`src/verilog/cpu_ctrl_config.svh`:
```
// Select and opcode widths are fixed at 4 bits; register code 0 never addresses a register
`ifndef CPU_CTRL_CONFIG_SVH
`define CPU_CTRL_CONFIG_SVH

// Width of the rst, A, B and C select fields
`define REG_SEL_W 4

// Select code for no register on a bus
`define SEL_NONE 4'd0

// B bus takes the immediate operand
`define SEL_IMM 4'd14

// C bus writes the program counter
`define SEL_PC 4'd15

// Opcode field in the high nibble of the instruction byte
`define OPC_W 4

`endif

```
`src/verilog/cpu_ctrl_pkg.sv`:
```
// Opcodes 0 and 15 are undefined; the control word packs 26 bits with pci as the MSB
`include "cpu_ctrl_config.svh"

package cpu_ctrl_pkg;

        typedef enum logic [`OPC_W-1:0] {
                OP_CLR   = 4'd1,
                OP_LOAD  = 4'd2,
                OP_STORE = 4'd3,
                OP_COPY  = 4'd4,
                OP_INCR  = 4'd5,
                OP_ADDI  = 4'd6,
                OP_ADDR  = 4'd7,
                OP_SUBI  = 4'd8,
                OP_SUBR  = 4'd9,
                OP_SHL   = 4'd10,
                OP_SHR   = 4'd11,
                OP_JPNZ  = 4'd12,
                OP_OR    = 4'd13,
                OP_ENDP  = 4'd14
        } opcode_e;

        typedef enum logic [3:0] {
                PH_IDLE,
                PH_FETCH,
                PH_FETCH_WAIT,
                PH_DECODE,
                PH_EXEC,
                PH_OPND_REQ,
                PH_OPND_WAIT,
                PH_WRITE,
                PH_JUMP
        } phase_e;

        typedef enum logic [3:0] {
                ALU_NONE,
                ALU_ABUS,   // Pass A bus through
                ALU_INCR,
                ALU_ADDI,
                ALU_ADDR,
                ALU_SUBI,
                ALU_SUBR,
                ALU_SHL,
                ALU_SHR,
                ALU_OR
        } alu_op_e;

        typedef enum logic [1:0] {
                MEM_NONE,
                MEM_DM_READ,
                MEM_DM_WRITE
        } mem_op_e;

        typedef struct packed {
                logic [`OPC_W-1:0]     opcode;
                logic [`REG_SEL_W-1:0] reg_sel;   // Register operand
        } opc_byte_t;

        typedef struct packed {
                logic [`REG_SEL_W-1:0] dst;
                logic [`REG_SEL_W-1:0] src;
        } opnd_byte_t;

        // Same byte seen as opcode byte or as operand byte
        typedef union packed {
                opc_byte_t  op;
                opnd_byte_t opnd;
        } instr_u;

        typedef struct packed {
                logic                  pci;
                logic [`REG_SEL_W-1:0] rst_sel;
                logic                  rst_pc;
                logic [`REG_SEL_W-1:0] a_sel;
                logic [`REG_SEL_W-1:0] b_sel;
                logic [`REG_SEL_W-1:0] c_sel;
                alu_op_e               alu_op;
                logic                  ifetch;
                mem_op_e               mem;
                logic                  branch;
        } ctrl_word_t;

endpackage

```
`src/verilog/instr_sequencer.sv`:
```
// One phase per clock and no stalls; instr must hold the opcode byte from DECODE through EXEC
`timescale 1ns/1ps

module instr_sequencer
        import cpu_ctrl_pkg::*;
(
        input  logic    clk,
        input  logic    rst,
        input  logic    start,
        input  instr_u  instr,
        input  logic    z_flag,
        output phase_e  phase,
        output opcode_e opcode,
        output logic    status
);

        phase_e phase_next;

        // Next phase from the current phase, instruction class and zero flag
        always_comb begin
                phase_next = PH_IDLE;
                case (phase)
                        PH_IDLE: begin
                                if (start) begin
                                        phase_next = PH_FETCH;
                                end
                        end
                        PH_FETCH: begin
                                phase_next = PH_FETCH_WAIT;
                        end
                        PH_FETCH_WAIT: begin
                                phase_next = PH_DECODE;
                        end
                        PH_DECODE: begin
                                case (instr.op.opcode)
                                        OP_CLR, OP_LOAD, OP_STORE,
                                        OP_INCR, OP_JPNZ, OP_ENDP: begin
                                                phase_next = PH_EXEC;
                                        end
                                        OP_COPY, OP_ADDI, OP_ADDR, OP_SUBI,
                                        OP_SUBR, OP_SHL, OP_SHR, OP_OR: begin
                                                phase_next = PH_OPND_REQ;
                                        end
                                        default: begin
                                                phase_next = PH_IDLE;   // Undefined opcode
                                        end
                                endcase
                        end
                        PH_EXEC: begin
                                if (opcode == OP_JPNZ && !z_flag) begin
                                        phase_next = PH_JUMP;
                                end else if (opcode == OP_ENDP) begin
                                        phase_next = PH_IDLE;
                                end else begin
                                        phase_next = PH_FETCH;
                                end
                        end
                        PH_OPND_REQ: begin
                                phase_next = PH_OPND_WAIT;
                        end
                        PH_OPND_WAIT: begin
                                phase_next = PH_WRITE;
                        end
                        PH_WRITE, PH_JUMP: begin
                                phase_next = PH_FETCH;
                        end
                        default: begin
                                phase_next = PH_IDLE;
                        end
                endcase
        end

        always_ff @(posedge clk) begin
                if (rst) begin
                        phase  <= PH_IDLE;
                        status <= 1'b0;
                end else begin
                        phase <= phase_next;
                        if (phase == PH_IDLE && start) begin
                                status <= 1'b0;   // New run accepted
                        end else if (phase == PH_EXEC && opcode == OP_ENDP) begin
                                status <= 1'b1;
                        end
                end
        end

        // Latched at DECODE, read in EXEC and WRITE
        always_ff @(posedge clk) begin
                if (phase == PH_DECODE) begin
                        opcode <= opcode_e'(instr.op.opcode);
                end
        end

endmodule

```
`src/verilog/ctrl_decoder.sv`:
```
// Control word is registered and lags its phase by one cycle; instr is read live each phase
`timescale 1ns/1ps
`include "cpu_ctrl_config.svh"

module ctrl_decoder
        import cpu_ctrl_pkg::*;
(
        input  logic       clk,
        input  logic       rst,
        input  phase_e     phase,
        input  opcode_e    opcode,
        input  instr_u     instr,
        output ctrl_word_t ctrl
);

        localparam ctrl_word_t NONE_WORD = '{
                pci:     1'b0,
                rst_sel: `SEL_NONE,
                rst_pc:  1'b0,
                a_sel:   `SEL_NONE,
                b_sel:   `SEL_NONE,
                c_sel:   `SEL_NONE,
                alu_op:  ALU_NONE,
                ifetch:  1'b0,
                mem:     MEM_NONE,
                branch:  1'b0
        };

        ctrl_word_t ctrl_next;

        // ALU operation for the write phase of a two-byte instruction
        function automatic alu_op_e write_alu_op(input opcode_e op);
                alu_op_e res;
                case (op)
                        OP_COPY: res = ALU_ABUS;
                        OP_ADDI: res = ALU_ADDI;
                        OP_ADDR: res = ALU_ADDR;
                        OP_SUBI: res = ALU_SUBI;
                        OP_SUBR: res = ALU_SUBR;
                        OP_SHL:  res = ALU_SHL;
                        OP_SHR:  res = ALU_SHR;
                        OP_OR:   res = ALU_OR;
                        default: res = ALU_NONE;
                endcase
                return res;
        endfunction

        always_comb begin
                ctrl_next = NONE_WORD;
                case (phase)
                        PH_IDLE: begin
                                ctrl_next.rst_pc = 1'b1;
                        end
                        PH_FETCH, PH_OPND_REQ: begin
                                ctrl_next.ifetch = 1'b1;
                        end
                        PH_DECODE: begin
                                ctrl_next.pci = 1'b1;
                        end
                        PH_EXEC: begin
                                case (opcode)   // Opcode byte view
                                        OP_CLR:   ctrl_next.rst_sel = instr.op.reg_sel;
                                        OP_LOAD:  ctrl_next.mem = MEM_DM_READ;
                                        OP_STORE: ctrl_next.mem = MEM_DM_WRITE;
                                        OP_INCR: begin
                                                ctrl_next.a_sel  = instr.op.reg_sel;
                                                ctrl_next.c_sel  = instr.op.reg_sel;
                                                ctrl_next.alu_op = ALU_INCR;
                                        end
                                        default: ;   // JPNZ and ENDP drive nothing
                                endcase
                        end
                        PH_WRITE: begin
                                ctrl_next.pci    = 1'b1;
                                ctrl_next.alu_op = write_alu_op(opcode);
                                case (opcode)   // Operand byte view
                                        OP_COPY: begin
                                                ctrl_next.a_sel = instr.opnd.src;
                                                ctrl_next.c_sel = instr.opnd.dst;
                                        end
                                        OP_ADDI, OP_SUBI, OP_SHL, OP_SHR: begin
                                                ctrl_next.a_sel = instr.opnd.dst;
                                                ctrl_next.b_sel = `SEL_IMM;
                                                ctrl_next.c_sel = instr.opnd.dst;
                                        end
                                        OP_ADDR, OP_SUBR, OP_OR: begin
                                                ctrl_next.a_sel = instr.opnd.dst;
                                                ctrl_next.b_sel = instr.opnd.src;
                                                ctrl_next.c_sel = instr.opnd.dst;
                                        end
                                        default: ;
                                endcase
                        end
                        PH_JUMP: begin
                                ctrl_next.a_sel  = instr.op.reg_sel;   // Target held in register
                                ctrl_next.c_sel  = `SEL_PC;
                                ctrl_next.alu_op = ALU_ABUS;
                                ctrl_next.branch = 1'b1;
                        end
                        default: ;   // Wait phases
                endcase
        end

        always_ff @(posedge clk) begin
                if (rst) begin
                        ctrl <= NONE_WORD;
                        ctrl.rst_pc <= 1'b1;   // Idle word
                end else begin
                        ctrl <= ctrl_next;
                end
        end

endmodule

```
`src/verilog/cpu_ctrl_unit.sv`:
```
// No back-pressure; instr and z_flag must follow the ifetch timing of the control word
`timescale 1ns/1ps

module cpu_ctrl_unit
        import cpu_ctrl_pkg::*;
(
        input  logic       clk,
        input  logic       rst,
        input  logic       start,
        input  instr_u     instr,
        input  logic       z_flag,
        output ctrl_word_t ctrl,
        output logic       status
);

        phase_e  phase;
        opcode_e opcode;

        instr_sequencer u_instr_sequencer (
                .clk    (clk),
                .rst    (rst),
                .start  (start),
                .instr  (instr),
                .z_flag (z_flag),
                .phase  (phase),
                .opcode (opcode),
                .status (status)
        );

        ctrl_decoder u_ctrl_decoder (
                .clk    (clk),
                .rst    (rst),
                .phase  (phase),
                .opcode (opcode),
                .instr  (instr),
                .ctrl   (ctrl)
        );

endmodule

```
`config.mk`:
```
export PLATFORM = sky130hd
export DESIGN_NAME = cpu_ctrl_unit
export DESIGN_NICKNAME = d
export VERILOG_FILES = /design/src/verilog/cpu_ctrl_pkg.sv /design/src/verilog/instr_sequencer.sv /design/src/verilog/ctrl_decoder.sv /design/src/verilog/cpu_ctrl_unit.sv
export VERILOG_INCLUDE_DIRS = /design/src /design/src/verilog
export SDC_FILE = /design/constraint.sdc
export NUM_CORES = 1
export LEC_CHECK = 0
export ABC_AREA = 1
export ABC_CLOCK_PERIOD_IN_PS = 3900
export BUFFER_PORTS_ARGS = -buffer_cell sky130_fd_sc_hd__buf_2
export CAP_MARGIN = 20
export CORE_UTILIZATION = 56
export CTS_CLUSTER_SIZE = 24
export DETAILED_ROUTE_END_ITERATION = 12
export GPL_TIMING_DRIVEN = 0
export PLACE_DENSITY = 0.93
export SLEW_MARGIN = 25
export SYNTH_ARGS = -nofsm -noshare
export SYNTH_HDL_FRONTEND = slang
export SYNTH_HIERARCHICAL = 1
export SYNTH_SLANG_ARGS = --single-unit
export TNS_END_PERCENT = 5
```
`constraint.sdc`:
```
create_clock -name clk -period 3.9 [get_ports clk]
set_input_delay 0.39 -clock clk [delete_from_list [all_inputs] [get_ports clk]]
set_output_delay 0.39 -clock clk [all_outputs]
set_load 0.02 [all_outputs]
```
### Yosys cells after proc, flatten, opt, wreduce, memory -nomap -nowiden

Memories as Yosys holds them, arrays and structs flattened. A register that Yosys moved wholly into a read port is not among the register bits.
Index checks and enable logic that the tools add are counted.

| word-level totals | value |
|---|---|
| register bits after elaboration | 35 |
| memory bits (read-only) | 96 |
| bits of input ports | 12 |
| output and inout bits | 27 |
| logic and storage cells | 73 |
| memories kept | 2 |

Memories:

| memory | words | bits a word | rd ports | clocked after memory_dff | wr ports | RTL line | text |
|---|---|---|---|---|---|---|---|
| (no name shown) | 16 | 4 | 1 | 1 | 0 | ctrl_decoder.sv:34 | `case (op)` |
| (no name shown) | 16 | 2 | 1 | 0 | 0 | instr_sequencer.sv:35 | `case (instr.op.opcode)` |

| operators by class | value |
|---|---|
| eq/ne operators | 22 |
| muxes and demuxes | 17 |
| bitwise operators | 3 |
| reduce and logical (&&, ||, !) cells | 16 |

Operator list:

| kind | number |
|---|---|
| 4-bit by 3-bit equality test with 1-bit output, second input constant | 8 |
| 4-bit equality test, second input constant | 8 |
| 4-bit case mux with 8 select lines | 1 |
| 8-bit case mux with 3 select lines | 1 |
| 4-bit by 2-bit equality test with 1-bit output, second input constant | 4 |
| 4-bit 2-to-1 mux | 4 |
| 4-bit case mux with 2 select lines | 2 |
| 4-bit case mux with 3 select lines | 1 |
| 2-bit OR reduction | 6 |
| 4-bit by 1-bit equality test with 1-bit output, second input constant | 2 |
| 8-bit 2-to-1 mux | 1 |
| 8-bit OR reduction | 1 |
| 7-bit OR reduction | 1 |
| 1-bit 2-to-1 mux | 6 |
| 3-bit OR reduction | 2 |
| 4-bit logical NOT | 1 |
| 2-bit case mux with 2 select lines | 1 |
| 4-bit OR reduction | 1 |
| 1-bit logical AND | 3 |
| 1-bit NOT | 3 |
| 1-bit logical NOT | 1 |

### Depth between registers and ports, before layout

Gate-level depths: netlist of run 1.

| logic depth | value |
|---|---|
| depth in word-level cells | 4 |
| mapped depth | 10 |

### By module

The synthesis of run 1 kept the hierarchy.

Modules (own cells, without submodules):

| module | instances | cells an instance | area an instance (sq um) | seq. area each (sq um) |
|---|---|---|---|---|
| ctrl_decoder | 1 | 168 | 1164.9 | 520.5 |
| instr_sequencer | 1 | 60 | 444.2 | 220.2 |

### Worst setup path before layout of run 1

No wires, ideal clock.

| timing path | value |
|---|---|
| path type | register -> register |
| from | register u_instr_sequencer.opcode[0] |
| to | register, netlist name u_ctrl_decoder/ctrl[16] |
| library setup time | 0.128 ns |
| arrival | 1.280 ns |
| setup slack | 2.492 ns |
| stages on the path, launching flop included | 11 |
| path buffers | 0 |
| cell sequence | edfxtp_1 > inv_1 > ha_1 > inv_1 > nand3_1 > nand2_1 > nand2_2 > nor2_1 > nor2_1 > nor2_1 > nor2_1 |

| on the way | value |
|---|---|
| cells in the longest elaborated chain, start to end | 4 |

RTL lines:

| item | RTL line | text |
|---|---|---|
| start, declared | instr_sequencer.sv:13 | `output opcode_e opcode,` |
| start signal, assigned | instr_sequencer.sv:90 | `opcode <= opcode_e'(instr.op.opcode);` |
| 4-bit by 3-bit equality test with 1-bit output / 4-bit equality test (equally long branches) | ctrl_decoder.sv:76 | `case (opcode)` |
| 7-bit OR reduction (no source line) | -- |  |
| 4-bit case mux with 2 select lines | ctrl_decoder.sv:76 |  |
| 4-bit case mux with 3 select lines (*) | ctrl_decoder.sv:50 | `case (phase)` |

Mark *: on every way between the ends. The rest lies on a longest branch, timed or not.
A chain may end at the register's enable or synchronous reset.

### Final worst setup path of run 1

| timing path | value |
|---|---|
| from | register u_instr_sequencer.opcode[0] |
| to | register, netlist name u_ctrl_decoder/ctrl[17] |

| on the way | value |
|---|---|
| cells in the longest elaborated chain, start to end | 4 |

RTL lines:

| item | RTL line |
|---|---|
| 4-bit by 3-bit equality test with 1-bit output / 4-bit equality test (equally long branches) | ctrl_decoder.sv:76 |
| 7-bit OR reduction (no source line) | -- |
| 4-bit case mux with 2 select lines | ctrl_decoder.sv:76 |
| 4-bit case mux with 3 select lines (*) | ctrl_decoder.sv:50 |

Marked as above.

==> results of run 1 <==
-- synth_stat cells --
cell type  instances  area [µm²]
edfxtp_1           4       120.1
o21a_1             1       7.510
and3_1             1       6.260
a21oi_1           18       90.09
nor2_2             2       12.51
nand3_1           14       70.07
nor2_1            41       153.9
ha_1               4       50.05
inv_2              2       7.510
xor2_1             1       8.760
dfxtp_1           31       620.6
nand2_1           59       221.5
nand4_1            2       12.51
nor4_1             2       12.51
inv_1             32       120.1
nor3_1             2       10.01
nand2_2            3       18.77
o21ai_0            2       10.01
clkbuf_1           1       3.750
o22ai_1            1       6.260
o21ai_1            1       5.000
o31ai_1            1       7.510
nor2_4             3       33.78
-- logic make-up (layout without fill, tap and decap cells) --
logic type / Yosys count / count (layout) / synth area share, %
AOI/OAI and AO/OA: 24 / 24 / 7.854
xor gates and xnor gates: 1 / 1 / 0.5444
adders and majority gates: 4 / 4 / 3.111
buffers and inverters: 35 / 81 / 8.165
DFF: 35 / 35 / 46.03
and+or+nand+nor: 129 / 129 / 34.29
-- power groups by stage --
| stage | registers [mW] | logic [mW] | clock network (mW) |
|---|---|---|---|
| 5_1_grt | 0.397 | 0.120 | 0.311 |
| 6_report | 0.394 | 0.105 | 0.293 |
| 3_3_place_gp | 0.401 | 0.0979 | 0 |
| 2_1_floorplan | 0.405 | 0.0665 | 0 |
| 3_5_place_dp | 0.401 | 0.101 | 0 |
| 4_1_cts | 0.393 | 0.102 | 0.296 |
-- path summary, 6_finish.rpt --
path | cells after the start | startpoint | end
worst min register to register | 2 | u_instr_sequencer/status | u_instr_sequencer/status
worst min-delay path | 1 | instr[7] | u_instr_sequencer/opcode[3]
worst max register to register | 10 | u_instr_sequencer/opcode[0] | u_ctrl_decoder/ctrl[17]
worst max-delay path | 10 | u_instr_sequencer/opcode[0] | u_ctrl_decoder/ctrl[17]
-- final cells by class --
type                    count  area [µm²]
plain buffers               1       3.754
clock buffers               7       66.31
clock inverters             1       30.03
fillers                   217       799.5
inverters                  34       127.6
multi-input cells         158       737.0
flip-flops and latches     35       740.7
well taps                  31       38.79
repair buffers             38       190.2
-- worst register-to-register path, delay by kind of cell, from the launching register on --
kind          cells  cell delay [ns]
fa+ha+maj         1             0.22
buf+inv           2             0.21
flops             1             0.46
simple gates      7             0.70
-- stage by stage --
stage	total power [mW]	cell area, µm²
final	0.7916	1934
after global routing	0.8278	1934
after CTS	0.7918	1934
after detailed placement	0.5029	1838
after global placement	0.4991	1838
after floorplan	0.4710	1609
-- sequential cells by signal, summed over array words and instances, names as in the netlist --
name                      count
u_ctrl_decoder/ctrl          26
u_instr_sequencer/opcode      4
u_instr_sequencer/phase       4
u_instr_sequencer/status      1
-- per-layer routing --
metal	vias up	part of all wire (%)	global-route usage, %
met5	-	0	0
met4	0	3.5	18.21
met3	13	5.8	5.581
met2	55	47	39.59
met1	690	43	28.70
li1	806	-	-
==> metrics.txt, run 1 <==
unrepaired setup endpoints after global routing false; GRT Total Usage 24.64%; CP Cell Sequence inv_1 > ha_1 > inv_1 > nand3_1 > nand2_1 > nand2_2 > nor2_1 > nor2_1 > nor2_1 > nor2_1; final setup fails 0; Power per Cell Area 409.3 mW/mm²; sequential share of power 49.7%; Total Nets Final 289; Placer Congestion 0.9133; initial antenna violation count 0; cells resized by post-CTS repair 0; CTS tree built; post-CTS setup buffers 0; Hold Path Class in2reg; Post-Syn Area approximately 0.0016 mm²; HPWL Detailed 2506 µm; critical path arrival 1.93 ns; Clock transition at path regs 0.11 ns; share of layout cells above drive strength 1 20.07%; chip height 55.61 µm; number of CTS-inserted buffers 5; maximum VDD drop 0.3631 mV; vias in the first global route 1,448; clk root buf clkbuf_4; Post-Syn Instances 228; Switching Power roughly 0.21 mW; CP bufs+invs 2; Final Instance Count excl. Fillers 305; Avg WL per Cell 11.17 µm; CP delay by family, top simple AND/OR/NAND/NOR gates; Ports 39; Initial Util 58.86%; Comb pwr share 13.2%; H-Tree Level Count 2; Layout Skew 0.01519 ns; Worst setup SP type register; CP max-delay cell edfxtp_1; Net Count, Synth around 240; sw frac 25.95%; Via-to-Cell Ratio 5.128; residual DRC count 0; most common cell after layout, fill and taps aside nand2_1; Critical Path RT 4.13 ns; clk_lat worst skew 0.35 ns; Synth Area per Inst 7.057 µm²; Rows 19; CP Capture Type register; first-pass GRT wire length 5878 µm; area added between synthesis and finish 20.22%; Die Area 0.003092 mm²; Final WS setup 2.206 ns; fin util between 70 and 80%; TNS Setup 0 ns; hold_ws 0.2757 ns; FMAX 590.4 MHz; status completed; worst slack, placed 2.248 ns; Slew HR 69.59%; cell-internal power just under 0.6 mW; DIE WIDTH 55.61 µm; largest net degree at the start of global routing 12; antenna-violating nets left 0; worst reg2reg setup slack 2.21 ns; Pins Over Slew Limit 0; CTS max path bufs 2; P_leak 0.9915 nW; FF+latch count, synth 35; Hold Vio Cnt, Final 0; Final Cycle Share ~43%; Tmin final between 1.5 and 2 ns; Ys Warns 6; placed cells 297; Core ar. 0.002734 mm²; Setup CP Type reg2reg; Port Buf Inserts 38; DRT iter0 DRCs 58; Clock Sinks 35; most used cell, CP nor2_1; Least-Margin Pin Slew roughly 0.46 ns; Seq/Total Area, Yosys ~46%; TritonRoute pass-1 iters 4; total gr overflow 0; via count 1,564; hold buffers post-CTS 0; CP max FO 6; largest stage delay on the critical path 0.46 ns; most frequent cells in the layout 59 x nand2_1, 41 x nor2_1, 38 x buf_2; max-cap violations 0; Netlist cell types 23; Final Routed Wirelength 3406 µm; clock share of power 37.0%; # diodes 0
Note: power is estimated with default switching activity, not from simulation.
==> run 2, diff against run 1 <==
- ABC_AREA: 1 -> 0
- ABC_CLOCK_PERIOD_IN_PS: 3900 -> 1400
- CORE_UTILIZATION: 56 -> 47
- PLACE_DENSITY: 0.93 -> 0.84
- clock period: 3.9 -> 1.4 ns (I/O delays scaled with it)
==> run 2 against run 1 <==
Net effect: the run now ends with setup timing left; hold slack got worse by 0.24 ns; design area rose by 9.8%; global-route usage fell by 2.3 points.
==> metrics.txt, run 2 <==
status finished, violations left; failing checks setup timing; CP max FO 5; fin util 67.88%; share of layout cells above drive strength 1 between 40% and 50%; Worst setup SP type register; CP bufs+invs 1; Clock transition at path regs roughly 0.12 ns; Tmin final between 1.5 and 2 ns; P_leak approximately 0.88 nW; CTS tree built; Final WS setup -0.3584 ns; TritonRoute pass-1 iters 4; Critical Path RT between 1.5 and 2 ns; Via-to-Cell Ratio 5.590; Hold Vio Cnt, Final 0; worst reg2reg setup slack -0.36 ns; DRT iter0 DRCs 42; filler instances 268; clk_lat worst skew 0.35 ns; Post-DP Area 0.001936 mm²; area added between synthesis and finish 32.89%; Initial Util 51.08%; maximum VDD drop 0.7042 mV; Post-Syn Area 0.001598 mm²; DIE WIDTH 60.31 µm; Power Total 2.171 mW; Top reg by flops u_ctrl_decoder/ctrl; Clock Sinks 35; HPWL Detailed 2636 µm; R2R depth 6; Synth area leader dfxtp_1; top cell type's share of synthesized area 38.84%; max-cap violations 0; Synth Area per Inst around 10 µm²; GRT Total Usage 22.39%; hold path startpoint instr[4]; final setup fails 18; Net Count, Synth 174; CTS max path bufs 2; registers with the most flip-flops u_ctrl_decoder/ctrl x26, u_instr_sequencer/opcode x4, u_instr_sequencer/phase x4; FF+latch count, synth 35; Setup CP Type reg2reg; most used cell, CP nor4_4; chip height 60.31 µm; hold path cells 1; Avg WL per Cell 13.91 µm; via count 1,431; most frequent cell after synthesis dfxtp_1; Final Routed Wirelength approximately 3600 µm; H-Tree Level Count 2; antenna-violating nets left 0; Least-Margin Pin Slew 0.5720 ns; largest net degree at the start of global routing 14; most frequent cells in the layout 41 x buf_2, 27 x dfxtp_1, 13 x a21oi_1; Netlist cell types 46; R2R Path Start u_instr_sequencer/opcode[0]; Hold Path Class in2reg; Synth Flop Type dfxtp_1; unrepaired setup endpoints after global routing true; Placer Congestion between 0.7 and 0.8; vias in the first global route ~1.3k; Hold Path End u_instr_sequencer/opcode[0]; max reg flops 26; Layout Skew 0.01726 ns; Slew HR 61.71%; Die Area 0.003637 mm²; # diodes 0; Post-synth ARST share 0%; TNS Setup -3.796 ns; Ys Warns 6; CP max-delay cell edfxtp_1; total gr overflow 0; Seq/Total Area, Yosys between 40% and 50%; Rows 20; Synth top cells by count 31 x dfxtp_1, 16 x a21oi_1, 8 x nand3_1, 8 x o21ai_0; Final Cycle Share 125.6%; largest stage delay on the critical path between 0.5 and 0.6 ns; Pins Over Slew Limit 0; clk root buf clkbuf_4; number of CTS-inserted buffers 5; most common cell after layout, fill and taps aside buf_2; CP delay by family, top simple AND/OR/NAND/NOR gates; initial antenna violation count 0; critical path arrival 2.00 ns; Post-synth EDFFs 4; Ports 39; residual DRC count 0; Port Buf Inserts 38; area of all placed cells without fillers between 0.002 and 0.0025 mm²; first-pass GRT wire length 5940 µm; Power per Cell Area 1023 mW/mm²; FMAX 568.7 MHz; Post-Syn Instances 158; R2R Path End u_ctrl_decoder/ctrl[13]; CP Capture Type register; Core ar. 0.003128 mm²; Total Nets Final 227; top post-synthesis cells by area dfxtp_1 39%, edfxtp_1 7.5%, a21oi_1 5.0%, ha_1 3.1%, nor4b_4 3.0%; CP Cell Sequence ha_4 > buf_4 > nor4_4 > nor4_4 > and2_4 > o21a_1
[run 2: cell types whose count changed after synthesis, moves of 4 or more]
cell / before / now
and2_1: 0 / 7
buf_2: 0 / 4
inv_1: 32 / 7
nand2_1: 59 / 5
nand3_1: 14 / 8
nor2_1: 41 / 6
nor3_1: 2 / 7
o21a_1: 1 / 5
o21ai_0: 2 / 8
[run 2: metrics by stage]
stage | setup WS [ns] | hold slack [ns] | instances
6_report | -0.3584 | 0.03474 | 256
5_1_grt | -0.4132 | 0.03790 | 256
4_1_cts | -0.3241 | 0.03354 | 254
3_5_place_dp | -0.3831 | 0.3480 | 240
3_3_place_gp | -0.3288 | 0.3439 | 240
2_1_floorplan | -0.1802 | 0.2062 | 158
[run 2: cell families after synthesis]
| group | count (synthesis) | synth area share (%) |
|---|---|---|
| simple gates | 61 | 26.78 |
| compound gates | 44 | 19.34 |
| flops | 35 | 46.36 |
| buf+inv | 13 | 3.837 |
| fa+ha+maj | 4 | 3.132 |
| xor+xnor | 1 | 0.5483 |
[run 2: repair_timing]
action	CTS	global route
hold buffers	1	0
buffers inserted	6	2
pin swaps	10	5
setup endpoints to repair	26	20
endpoints found under the hold margin	1	0
gates resized for setup	9	6
[run 2: how the worst max path moves through the flow]
| stage | slack (ns) | cells after the start | end | from |
|---|---|---|---|---|
| after CTS | -0.32 | 6 | u_ctrl_decoder/ctrl[13] | u_instr_sequencer/opcode[1] |
| after floorplan | -0.18 | 6 | u_ctrl_decoder/ctrl[13] | u_instr_sequencer/opcode[1] |
| final | -0.36 | 6 | u_ctrl_decoder/ctrl[13] | u_instr_sequencer/opcode[0] |
| after global routing | -0.41 | 6 | u_ctrl_decoder/ctrl[13] | u_instr_sequencer/opcode[1] |
| after global placement | -0.33 | 6 | u_ctrl_decoder/ctrl[8] | u_instr_sequencer/opcode[1] |
| after detailed placement | -0.38 | 6 | u_ctrl_decoder/ctrl[13] | u_instr_sequencer/opcode[1] |
[run 2: where the power goes]
group          switching, mW  total, mW  internal, mW
clock network          0.350      0.654         0.304
registers             0.0708       1.13          1.06
logic                  0.202      0.389         0.186
[run 2: per-layer routing]
metal / vias up / GRT usage [%] / part of all wire (%)
met5: - / 0 / 0
met4: 0 / 9.302 / 1.9
met3: 13 / 5.195 / 5.4
met2: 52 / 38.46 / 52
met1: 678 / 26.67 / 41
li1: 688 / - / -
[run 2: final cells by class]
type | count | area [µm²] | area share (%)
flip-flops and latches | 35 | 748.2 | 35.24
clock buffers | 6 | 62.56 | 2.946
multi-input cells | 110 | 898.4 | 42.31
clock inverters | 2 | 13.76 | 0.6482
repair buffers | 47 | 285.3 | 13.44
well taps | 44 | 55.05 | 2.593
plain buffers | 5 | 33.78 | 1.591
inverters | 7 | 26.28 | 1.237
